### src/include/mdu_iq_settings.svh
`ifndef MDU_IQ_SETTINGS_SVH
`define MDU_IQ_SETTINGS_SVH

// queue slots, slot 0 holds the oldest micro-op
`define MDU_IQ_DEPTH    8

// writeback wake ports
`define MDU_WAKE_PORTS  2

// physical register tag width
`define MDU_PREG_W      6

// reorder buffer tag width
`define MDU_ROB_W       6

`endif
### src/design/mdu_iq_pkg.sv
`default_nettype none

`include "mdu_iq_settings.svh"

package mdu_iq_pkg;

    // slot number
    typedef logic [$clog2(`MDU_IQ_DEPTH)-1:0] iq_idx_t;

    // occupancy, 0 up to full
    typedef logic [$clog2(`MDU_IQ_DEPTH + 1)-1:0] iq_cnt_t;

    // one bit per slot
    typedef logic [`MDU_IQ_DEPTH-1:0] iq_vec_t;

    typedef enum logic {
        CLASS_MUL = 1'b0,
        CLASS_DIV = 1'b1
    } exu_class_e;

endpackage

`default_nettype wire

### src/design/mdu_uop_pkg.sv
`default_nettype none

`include "mdu_iq_settings.svh"

package mdu_uop_pkg;

    // bit 1 set means divide unit
    typedef enum logic [1:0] {
        OP_MUL  = 2'b00,    // low half of product
        OP_MULH = 2'b01,    // high half of product
        OP_DIV  = 2'b10,
        OP_REM  = 2'b11
    } mdu_op_e;

    typedef logic [`MDU_PREG_W-1:0] preg_t;

    // renamed micro-op, tags only
    typedef struct packed {
        mdu_op_e                op;
        logic [`MDU_ROB_W-1:0]  rob_tag;
        preg_t                  prs1;
        preg_t                  prs2;
        preg_t                  prd;
        logic                   prs1_rdy;
        logic                   prs2_rdy;
    } mdu_uop_t;

endpackage

`default_nettype wire

### src/design/mdu_issue_unit.sv
`default_nettype none

`include "mdu_iq_settings.svh"

module mdu_issue_unit (
    input  wire                                             clk,
    input  wire                                             rst,
    input  wire                                             flush,
    input  wire                                             enq_valid_0,
    input  wire mdu_uop_pkg::mdu_op_e                       enq_op_0,
    input  wire [`MDU_ROB_W-1:0]                            enq_rob_0,
    input  wire mdu_uop_pkg::preg_t                         enq_prs1_0,
    input  wire mdu_uop_pkg::preg_t                         enq_prs2_0,
    input  wire mdu_uop_pkg::preg_t                         enq_prd_0,
    input  wire                                             enq_prs1_rdy_0,
    input  wire                                             enq_prs2_rdy_0,
    input  wire                                             enq_valid_1,
    input  wire mdu_uop_pkg::mdu_op_e                       enq_op_1,
    input  wire [`MDU_ROB_W-1:0]                            enq_rob_1,
    input  wire mdu_uop_pkg::preg_t                         enq_prs1_1,
    input  wire mdu_uop_pkg::preg_t                         enq_prs2_1,
    input  wire mdu_uop_pkg::preg_t                         enq_prd_1,
    input  wire                                             enq_prs1_rdy_1,
    input  wire                                             enq_prs2_rdy_1,
    input  wire [`MDU_WAKE_PORTS-1:0]                       wake_valid,
    input  wire mdu_uop_pkg::preg_t [`MDU_WAKE_PORTS-1:0]   wake_preg,
    input  wire                                             mul_busy,
    input  wire                                             div_busy,
    output logic                                            mul_issue_valid,
    output mdu_uop_pkg::mdu_op_e                            mul_issue_op,
    output logic [`MDU_ROB_W-1:0]                           mul_issue_rob,
    output mdu_uop_pkg::preg_t                              mul_issue_prs1,
    output mdu_uop_pkg::preg_t                              mul_issue_prs2,
    output mdu_uop_pkg::preg_t                              mul_issue_prd,
    output logic                                            div_issue_valid,
    output mdu_uop_pkg::mdu_op_e                            div_issue_op,
    output logic [`MDU_ROB_W-1:0]                           div_issue_rob,
    output mdu_uop_pkg::preg_t                              div_issue_prs1,
    output mdu_uop_pkg::preg_t                              div_issue_prs2,
    output mdu_uop_pkg::preg_t                              div_issue_prd,
    output logic [1:0]                                      credit_cnt
);
    import mdu_uop_pkg::*;
    import mdu_iq_pkg::*;

    mdu_uop_t enq_uop_0;
    mdu_uop_t enq_uop_1;
    mdu_uop_t mul_uop;
    mdu_uop_t div_uop;
    iq_vec_t  slot_valid;
    iq_vec_t  slot_ready;
    iq_vec_t  slot_class;
    logic     pick_mul;
    logic     pick_div;
    iq_idx_t  pick_mul_idx;
    iq_idx_t  pick_div_idx;

    assign enq_uop_0 = '{op: enq_op_0, rob_tag: enq_rob_0, prs1: enq_prs1_0,
                         prs2: enq_prs2_0, prd: enq_prd_0,
                         prs1_rdy: enq_prs1_rdy_0, prs2_rdy: enq_prs2_rdy_0};
    assign enq_uop_1 = '{op: enq_op_1, rob_tag: enq_rob_1, prs1: enq_prs1_1,
                         prs2: enq_prs2_1, prd: enq_prd_1,
                         prs1_rdy: enq_prs1_rdy_1, prs2_rdy: enq_prs2_rdy_1};

    mdu_iq_queue i_queue (
        .clk          (clk),
        .rst          (rst),
        .flush        (flush),
        .enq_valid_0  (enq_valid_0),
        .enq_uop_0    (enq_uop_0),
        .enq_valid_1  (enq_valid_1),
        .enq_uop_1    (enq_uop_1),
        .wake_valid   (wake_valid),
        .wake_preg    (wake_preg),
        .pick_mul     (pick_mul),
        .pick_div     (pick_div),
        .pick_mul_idx (pick_mul_idx),
        .pick_div_idx (pick_div_idx),
        .slot_valid   (slot_valid),
        .slot_ready   (slot_ready),
        .slot_class   (slot_class),
        .mul_uop      (mul_uop),
        .div_uop      (div_uop)
    );

    mdu_issue_select i_select (
        .slot_valid   (slot_valid),
        .slot_ready   (slot_ready),
        .slot_class   (slot_class),
        .mul_busy     (mul_busy),
        .div_busy     (div_busy),
        .pick_mul     (pick_mul),
        .pick_div     (pick_div),
        .pick_mul_idx (pick_mul_idx),
        .pick_div_idx (pick_div_idx)
    );

    // nothing leaves the queue on a flush cycle
    assign mul_issue_valid = pick_mul && !flush;
    assign mul_issue_op    = mul_uop.op;
    assign mul_issue_rob   = mul_uop.rob_tag;
    assign mul_issue_prs1  = mul_uop.prs1;
    assign mul_issue_prs2  = mul_uop.prs2;
    assign mul_issue_prd   = mul_uop.prd;

    assign div_issue_valid = pick_div && !flush;
    assign div_issue_op    = div_uop.op;
    assign div_issue_rob   = div_uop.rob_tag;
    assign div_issue_prs1  = div_uop.prs1;
    assign div_issue_prs2  = div_uop.prs2;
    assign div_issue_prd   = div_uop.prd;

    // one credit per slot freed last cycle
    always_ff @(posedge clk) begin
        if (rst || flush) begin
            credit_cnt <= 2'd0;
        end else begin
            credit_cnt <= {1'b0, mul_issue_valid} + {1'b0, div_issue_valid};
        end
    end

endmodule

`default_nettype wire

### src/design/mdu_issue_select.sv
`default_nettype none

`include "mdu_iq_settings.svh"

module mdu_issue_select (
    input  wire mdu_iq_pkg::iq_vec_t    slot_valid,
    input  wire mdu_iq_pkg::iq_vec_t    slot_ready,
    input  wire mdu_iq_pkg::iq_vec_t    slot_class,
    input  wire                         mul_busy,
    input  wire                         div_busy,
    output logic                        pick_mul,
    output logic                        pick_div,
    output mdu_iq_pkg::iq_idx_t         pick_mul_idx,
    output mdu_iq_pkg::iq_idx_t         pick_div_idx
);
    import mdu_iq_pkg::*;

    iq_vec_t mul_cand;
    iq_vec_t div_cand;
    logic    mul_any;
    logic    div_any;

    // lowest set bit, i.e. the oldest candidate
    function automatic iq_idx_t first_set(input iq_vec_t v);
        first_set = '0;
        for (int i = `MDU_IQ_DEPTH - 1; i >= 0; i--) begin
            if (v[i]) begin
                first_set = iq_idx_t'(i);
            end
        end
    endfunction

    always_comb begin
        for (int i = 0; i < `MDU_IQ_DEPTH; i++) begin
            mul_cand[i] = slot_valid[i] && slot_ready[i]
                       && (exu_class_e'(slot_class[i]) == CLASS_MUL);
            div_cand[i] = slot_valid[i] && slot_ready[i]
                       && (exu_class_e'(slot_class[i]) == CLASS_DIV);
        end
    end

    assign mul_any = |mul_cand;
    assign div_any = |div_cand;

    assign pick_mul     = mul_any && !mul_busy;   // busy unit holds its class in place
    assign pick_div     = div_any && !div_busy;
    assign pick_mul_idx = first_set(mul_cand);
    assign pick_div_idx = first_set(div_cand);

endmodule

`default_nettype wire

### src/design/mdu_iq_queue.sv
`default_nettype none

`include "mdu_iq_settings.svh"

module mdu_iq_queue (
    input  wire                                             clk,
    input  wire                                             rst,
    input  wire                                             flush,
    input  wire                                             enq_valid_0,
    input  wire mdu_uop_pkg::mdu_uop_t                      enq_uop_0,
    input  wire                                             enq_valid_1,
    input  wire mdu_uop_pkg::mdu_uop_t                      enq_uop_1,
    input  wire [`MDU_WAKE_PORTS-1:0]                       wake_valid,
    input  wire mdu_uop_pkg::preg_t [`MDU_WAKE_PORTS-1:0]   wake_preg,
    input  wire                                             pick_mul,
    input  wire                                             pick_div,
    input  wire mdu_iq_pkg::iq_idx_t                        pick_mul_idx,
    input  wire mdu_iq_pkg::iq_idx_t                        pick_div_idx,
    output mdu_iq_pkg::iq_vec_t                             slot_valid,
    output mdu_iq_pkg::iq_vec_t                             slot_ready,
    output mdu_iq_pkg::iq_vec_t                             slot_class,
    output mdu_uop_pkg::mdu_uop_t                           mul_uop,
    output mdu_uop_pkg::mdu_uop_t                           div_uop
);
    import mdu_uop_pkg::*;
    import mdu_iq_pkg::*;

    localparam int DEPTH = `MDU_IQ_DEPTH;

    iq_cnt_t  tail;
    iq_cnt_t  n_pick;
    iq_cnt_t  n_enq;
    iq_cnt_t  keep;                     // survivors after this cycle's picks
    mdu_uop_t slot_uop [DEPTH+2];       // two empty slots above the top

    assign n_pick = iq_cnt_t'(pick_mul) + iq_cnt_t'(pick_div);
    assign n_enq  = iq_cnt_t'(enq_valid_0) + iq_cnt_t'(enq_valid_1);
    assign keep   = tail - n_pick;

    always_ff @(posedge clk) begin
        if (rst || flush) begin
            tail <= '0;
        end else begin
            tail <= keep + n_enq;
        end
    end

    assign slot_uop[DEPTH]   = '0;
    assign slot_uop[DEPTH+1] = '0;

    for (genvar j = 0; j < DEPTH; j++) begin : g_slot
        logic [1:0] le0;                // picks at or below this slot
        logic [1:0] le1;                // picks at or below the slot above
        logic [1:0] sel;
        logic       ld;
        mdu_uop_t   ld_uop;

        assign le0 = {1'b0, pick_mul && (pick_mul_idx <= j)}
                   + {1'b0, pick_div && (pick_div_idx <= j)};
        assign le1 = {1'b0, pick_mul && (pick_mul_idx <= j + 1)}
                   + {1'b0, pick_div && (pick_div_idx <= j + 1)};

        always_comb begin
            sel    = 2'd3;
            ld     = 1'b0;
            ld_uop = enq_uop_0;
            if (j < keep) begin
                sel = (le0 == 2'd0) ? 2'd0 : le1;
            end else if (enq_valid_0 && (j == keep)) begin
                ld = 1'b1;
            end else if (enq_valid_1 && (j == keep + 1)) begin
                ld     = 1'b1;
                ld_uop = enq_uop_1;
            end
        end

        mdu_iq_entry i_entry (
            .clk        (clk),
            .rst        (rst),
            .flush      (flush),
            .load       (ld),
            .load_uop   (ld_uop),
            .shift_sel  (sel),
            .up1_uop    (slot_uop[j+1]),
            .up2_uop    (slot_uop[j+2]),
            .wake_valid (wake_valid),
            .wake_preg  (wake_preg),
            .uop        (slot_uop[j]),
            .valid      (slot_valid[j]),
            .ready      (slot_ready[j])
        );

        assign slot_class[j] = (slot_uop[j].op == OP_DIV) || (slot_uop[j].op == OP_REM);
    end

    assign mul_uop = slot_uop[pick_mul_idx];
    assign div_uop = slot_uop[pick_div_idx];

endmodule

`default_nettype wire

### src/design/mdu_iq_entry.sv
`default_nettype none

`include "mdu_iq_settings.svh"

module mdu_iq_entry (
    input  wire                                             clk,
    input  wire                                             rst,
    input  wire                                             flush,
    input  wire                                             load,
    input  wire mdu_uop_pkg::mdu_uop_t                      load_uop,
    input  wire [1:0]                                       shift_sel,
    input  wire mdu_uop_pkg::mdu_uop_t                      up1_uop,
    input  wire mdu_uop_pkg::mdu_uop_t                      up2_uop,
    input  wire [`MDU_WAKE_PORTS-1:0]                       wake_valid,
    input  wire mdu_uop_pkg::preg_t [`MDU_WAKE_PORTS-1:0]   wake_preg,
    output mdu_uop_pkg::mdu_uop_t                           uop,
    output logic                                            valid,
    output logic                                            ready
);
    import mdu_uop_pkg::*;

    mdu_uop_t nxt_uop;
    mdu_uop_t wake_uop;
    logic     nxt_valid;
    logic     rs1_hit;
    logic     rs2_hit;

    // shift_sel: 0 hold, 1 next slot up, 2 two slots up, 3 slot drains
    always_comb begin
        nxt_uop   = uop;
        nxt_valid = valid;
        if (load) begin
            nxt_uop   = load_uop;
            nxt_valid = 1'b1;
        end else begin
            case (shift_sel)
                2'd1: begin
                    nxt_uop   = up1_uop;
                    nxt_valid = 1'b1;
                end
                2'd2: begin
                    nxt_uop   = up2_uop;
                    nxt_valid = 1'b1;
                end
                2'd3: begin
                    nxt_valid = 1'b0;
                end
                default: begin
                    nxt_valid = valid;
                end
            endcase
        end
    end

    // wake applies to whatever lands here, including a fresh enqueue
    always_comb begin
        rs1_hit = 1'b0;
        rs2_hit = 1'b0;
        for (int p = 0; p < `MDU_WAKE_PORTS; p++) begin
            rs1_hit = rs1_hit | (wake_valid[p] && (wake_preg[p] == nxt_uop.prs1));
            rs2_hit = rs2_hit | (wake_valid[p] && (wake_preg[p] == nxt_uop.prs2));
        end
        wake_uop          = nxt_uop;
        wake_uop.prs1_rdy = nxt_uop.prs1_rdy | rs1_hit;
        wake_uop.prs2_rdy = nxt_uop.prs2_rdy | rs2_hit;
    end

    always_ff @(posedge clk) begin
        if (rst || flush) begin
            valid <= 1'b0;
        end else begin
            valid <= nxt_valid;
        end
    end

    always_ff @(posedge clk) begin
        uop <= wake_uop;
    end

    assign ready = valid && uop.prs1_rdy && uop.prs2_rdy;

endmodule

`default_nettype wire

### config.mk
export PLATFORM = sky130hd
export DESIGN_NAME = mdu_issue_unit
export DESIGN_NICKNAME = d
export VERILOG_FILES = /design/src/design/mdu_iq_pkg.sv /design/src/design/mdu_uop_pkg.sv /design/src/design/mdu_issue_unit.sv /design/src/design/mdu_issue_select.sv /design/src/design/mdu_iq_queue.sv /design/src/design/mdu_iq_entry.sv
export VERILOG_INCLUDE_DIRS = /design/src /design/src/include
export SDC_FILE = /design/constraint.sdc
export NUM_CORES = 1
export LEC_CHECK = 0
export ABC_CLOCK_PERIOD_IN_PS = 14600
export BUFFER_PORTS_ARGS = -buffer_cell sky130_fd_sc_hd__buf_2
export CORE_ASPECT_RATIO = 1.5
export CORE_UTILIZATION = 65
export DETAILED_ROUTE_END_ITERATION = 8
export PLACE_DENSITY = 0.85
export SLEW_MARGIN = 25
export SYNTH_ARGS = -nofsm -noshare
export SYNTH_HDL_FRONTEND = slang
export SYNTH_SLANG_ARGS = --single-unit
export TNS_END_PERCENT = 20
### constraint.sdc
create_clock -name clk -period 14.6 [get_ports clk]
set_input_delay 1.46 -clock clk [delete_from_list [all_inputs] [get_ports clk]]
set_output_delay 1.46 -clock clk [all_outputs]
set_load 0.01 [all_outputs]
==> results of run 1 <==
## metal layers
metal | GRT overflow | track usage (%)
met5 | 0 | 10.9
met4 | 39 | 73.2
met3 | 3 | 48.1
met2 | 56 | 93.4
met1 | 0 | 76.2
## cells by family after synthesis
kind of cell,after synthesis,synth area share (%)
and+or+nand+nor,1012,22.4
AOI/OAI and AO/OA,996,32.1
buffers and inverters,340,6.83
DFF,238,28.8
xor gates and xnor gates,153,6.55
adders and majority gates,37,2.34
muxes,21,1.03
## stage by stage
| step | util (%) | cells | setup slack (ns) | instance area, µm² | hold WS, ns |
|---|---|---|---|---|---|
| 2_1_floorplan | - | 2797 | 8.84 | 20400 | 0.518 |
| 3_3_place_gp | 67.5 | 3113 | 7.31 | 20900 | 0.548 |
| 3_5_place_dp | 67.6 | 3114 | 7.10 | 21000 | 0.551 |
| 4_1_cts | 70.3 | 3160 | 7.01 | 21800 | 0.563 |
==> flow_metrics.env, run 1 <==
export IMPL_initial_core_util_pct=65.9
export IMPL_clock_tree_root_cell="clkbuf_16"
export IMPL_grtUsageTotal_pct=72.7
export IMPL_yosysTopAreaCellShare_pct=16.4
export IMPL_die_w_um=147
export IMPL_grt_max_degree=59
export IMPL_synth_edf_count=112
export IMPL_post_dp_hpwl_mm=71.1
export IMPL_cts_resized=0
export IMPL_synth_area_um2=20400
export IMPL_clockBufferDepth=3
export IMPL_synth_top_area_cell="edfxtp_1"
export IMPL_ys_types=95
export IMPL_cts_setup_buffers=0
export IMPL_asyncSetResetFlopFracSynth_pct=0
export IMPL_grt_pass1_vias=25300
export IMPL_syn_nets=2911
export IMPL_synth_flop_cell="dfxtp_1"
export IMPL_grt_pass1_wl_mm=173
export IMPL_h_tree_depth=1
export IMPL_yosys_top_cells_area="edfxtp_1 16%, dfxtp_1 12%, nand2_1 11%"
export IMPL_ys_warn_count=0
export IMPL_die_h_um=219
export IMPL_clock_sinks=238
export IMPL_status="aborted with a tool error"
export IMPL_rows=79
export IMPL_holdBufCountCts=0
export IMPL_ioPinCount=133
export IMPL_synthCells=2797
export IMPL_avgSynthCellArea_um2=7.31
export IMPL_port_buffers=132
export IMPL_stop_error="[ERROR GRT-0116] Global routing finished with congestion. Check the congestion regions in the DRC Viewer."
export IMPL_synth_seq_cells=238
export IMPL_gp_congestion=1.15
export IMPL_yosys_cell_count_top_type="nand2_1"
export IMPL_numCtsBuffers=25
export IMPL_gr_total_overflow=98
export IMPL_ys_seq_area_share_pct=28.8
export IMPL_synthTopCellsByCount="578 x nand2_1, 326 x a21oi_1, 209 x a22oi_1, 198 x clkbuf_1, 153 x o21ai_0"
export IMPL_haltStage="global routing"
==> run 2: changes to the inputs <==
- CORE_ASPECT_RATIO: 1.5 -> not set
- CORE_UTILIZATION: 65 -> 40
- PLACE_DENSITY: 0.85 -> not set
- PLACE_DENSITY_LB_ADDON: not set -> 0.15
==> flow_metrics.env, run 2 <==
export IMPL_criticalPathCategory="flop to flop"
export IMPL_cts_tree="built"
export IMPL_post_dp_hpwl_mm=76.7
export IMPL_grt_use_met3_pct=15.0
export IMPL_rows=82
export IMPL_drive_above_1_share_pct=10.3
export IMPL_yosys_cell_count_top_type="nand2_1"
export IMPL_rsz0062_at_grt="no"
export IMPL_cts_setup_buffers=0
export IMPL_asyncSetResetFlopFracSynth_pct=0
export IMPL_yosys_top_cells_area="edfxtp_1 16%, dfxtp_1 12%, nand2_1 11%"
export IMPL_die_w_um=228
export IMPL_fp_coreArea_um2=50300
export IMPL_grt_util_met2_pct=52.4
export IMPL_grt_pass1_wl_mm=154
export IMPL_grt_most_used_layer="met1"
export IMPL_final_common_cell="nand2_1"
export IMPL_ant_nets=0
export IMPL_top_regs="i_queue.g_slot.i_entry.uop x224, i_queue.g_slot.i_entry.valid x8, i_queue.tail x4"
export IMPL_gr_total_overflow=0
export IMPL_power_density_nw_per_um2=213
export IMPL_syn_nets=2911
export IMPL_clock_sinks=238
export IMPL_synth_area_um2=20400
export IMPL_gp_congestion=1.03
export IMPL_yosysTopAreaCellShare_pct=16.4
export IMPL_numCtsBuffers=30
export IMPL_synth_edf_count=112
export IMPL_cp_required_ns=15.09
export IMPL_arrival_ns=7.94
export IMPL_drt_iter0_drc=3662
export IMPL_endpoint_kind="flop"
export IMPL_status="finished, final reports clean"
export IMPL_die_area_um2=52000
export IMPL_clk_pin_slew_ns=0.06
export IMPL_worst_path_most_repeated_cell="ha_1"
export IMPL_clockBufferDepth=3
export IMPL_layout_nets=2861
export IMPL_critical_path_top_delay_family="compound AO/OA/AOI/OAI gates"
export IMPL_gr_usage_met1_pct=58.8
export IMPL_startpoint_type="flop"
export IMPL_hold_viol=0
export IMPL_avgViaCountPerCell=6.82
export IMPL_grt_max_degree=57
export IMPL_ys_types=95
export IMPL_area_delta_synth_final_pct=8.99
export IMPL_via_count=23500
export IMPL_fin_skew_ns=0.0137
export IMPL_grt_pass1_vias=21400
export IMPL_crit_slowest_cell="and2_0"
export IMPL_wl_mm=108
export IMPL_cts_resized=0
export IMPL_cpPeakStageDelay_ns=0.90
export IMPL_p_leak_nw=8.15
export IMPL_initial_core_util_pct=40.7
export IMPL_grtUsageTotal_pct=39.8
export IMPL_holdBufCountCts=0
export IMPL_clock_tree_root_cell="clkbuf_16"
export IMPL_wl_per_cell_um=31.3
export IMPL_drc=0
export IMPL_synthCells=2797
export IMPL_crit_chain="nand4_1, a21boi_0, nor2b_1, and3_1, a31oi_1, ha_1, ha_1, inv_1, fa_1, nand2b_1, and2_1, a21boi_0, a21o_1, ha_1, and2_0, a22oi_1, o21ai_0, a311o_1, o21ai_0, a21oi_1, xnor2_1, and3_1, a41o_1"
export IMPL_avgSynthCellArea_um2=7.31
export IMPL_worst_path_buf_inv=1
export IMPL_fin_tns_setup_ns=0
export IMPL_top_register="i_queue.g_slot.i_entry.uop"
export IMPL_finalSetupViolations=0
export IMPL_synth_flop_cell="dfxtp_1"
export IMPL_timing_fmax_mhz=134
export IMPL_mostFrequentLayoutCells="577 x nand2_1, 320 x a21oi_1, 208 x a22oi_1"
export IMPL_hp_class="flop to flop"
export IMPL_port_buffers=132
export IMPL_cp_max_fo=16
export IMPL_min_period_ns=7.46
export IMPL_fin_crit_sh_pct=51.1
export IMPL_synth_seq_cells=238
export IMPL_die_h_um=228
export IMPL_drv_slew=0
export IMPL_firstDrtPassIters=6
export IMPL_relSlewSlack_pct=23.0
export IMPL_drv_cap=0
export IMPL_reg2reg_slack_ns=7.14
export IMPL_synthTopCellsByCount="578 x nand2_1, 326 x a21oi_1, 209 x a22oi_1, 198 x clkbuf_1, 153 x o21ai_0"
export IMPL_worstMarginPinSlew_ns=1.15
export IMPL_clkLatencyLatePin_ns=0.60
export IMPL_h_tree_depth=1
export IMPL_ys_warn_count=0
export IMPL_antenna_found_initial=3
export IMPL_peakVddDrop_v=0.000122
export IMPL_largest_reg_flops=224
export IMPL_whs_ns=0.578
export IMPL_ioPinCount=133
export IMPL_synth_top_area_cell="edfxtp_1"
export IMPL_ys_seq_area_share_pct=28.8
run 2: cell counts after synthesis:
Identical to the previous run, type by type.
run 2: through the flow:
step / cell area (µm²) / cells / utilization (%) / power [W] / setup WS (ns)
2_1_floorplan: 20400 / 2797 / - / 0.00300 / 8.84
3_3_place_gp: 21300 / 3385 / 42.4 / 0.00386 / 7.71
3_5_place_dp: 21300 / 3386 / 42.4 / 0.00389 / 7.54
4_1_cts: 22300 / 3442 / 44.3 / 0.00462 / 7.53
5_1_grt: 22300 / 3444 / 44.3 / 0.00496 / 6.89
6_report: 22300 / 3445 / 44.3 / 0.00475 / 7.14
run 2: power by group:
group          leakage [nW]  total, W  internal (W)  switching (W)
combinational          5.59   0.00253      0.000855        0.00167
clock                 0.441  0.000743      0.000417       0.000327
sequential             2.13   0.00148       0.00106       0.000422
run 2: worst min-delay path, cell delays in order (launching register included):
cell      delay (ns)
dfxtp_1         0.32
o21bai_1        0.15
a21oi_1         0.06
run 2: final cells by class:
| class | count | area [µm²] |
|---|---|---|
| Clock buffer | 49 | 863 |
| Sequential cell | 238 | 5890 |
| Multi-Input combinational cell | 2219 | 13300 |
| Fill cell | 5174 | 28000 |
| Antenna cell | 2 | 5.00 |
| Timing Repair Buffer | 184 | 1070 |
| Clock inverter | 7 | 53.8 |
| Inverter | 74 | 278 |
| Tap cell | 672 | 841 |
run 2: kinds of logic after synthesis:
group | synth area share [%]
fa+ha+maj | 2.34
compound gates | 32.1
flops | 28.8
buf+inv | 6.83
simple gates | 22.4
mux | 1.03
xor+xnor | 6.55
run 2: routing by layer:
| layer | up-vias | part of all wire, % |
|---|---|---|
| met5 | - | 0 |
| met2 | 1862 | 38 |
| li1 | 10100 | - |
| met3 | 261 | 16 |
| met4 | 0 | 3.4 |
| met1 | 11300 | 42 |
run 2: worst paths after layout:
kind / from / to / depth (start not counted)
worst max-delay path: i_queue.g_slot[1].i_entry.uop[27]$_DFFE_PP_ / i_queue.g_slot[6].i_entry.uop[1]$_DFF_P_ / 23
worst min-delay path: i_queue.g_slot[7].i_entry.valid$_SDFFE_PP0P_ / i_queue.g_slot[7].i_entry.valid$_SDFFE_PP0P_ / 2
worst max register to register: i_queue.g_slot[1].i_entry.uop[27]$_DFFE_PP_ / i_queue.g_slot[6].i_entry.uop[1]$_DFF_P_ / 23
worst min register to register: i_queue.g_slot[7].i_entry.valid$_SDFFE_PP0P_ / i_queue.g_slot[7].i_entry.valid$_SDFFE_PP0P_ / 2
(Power assumes the default switching activity.)
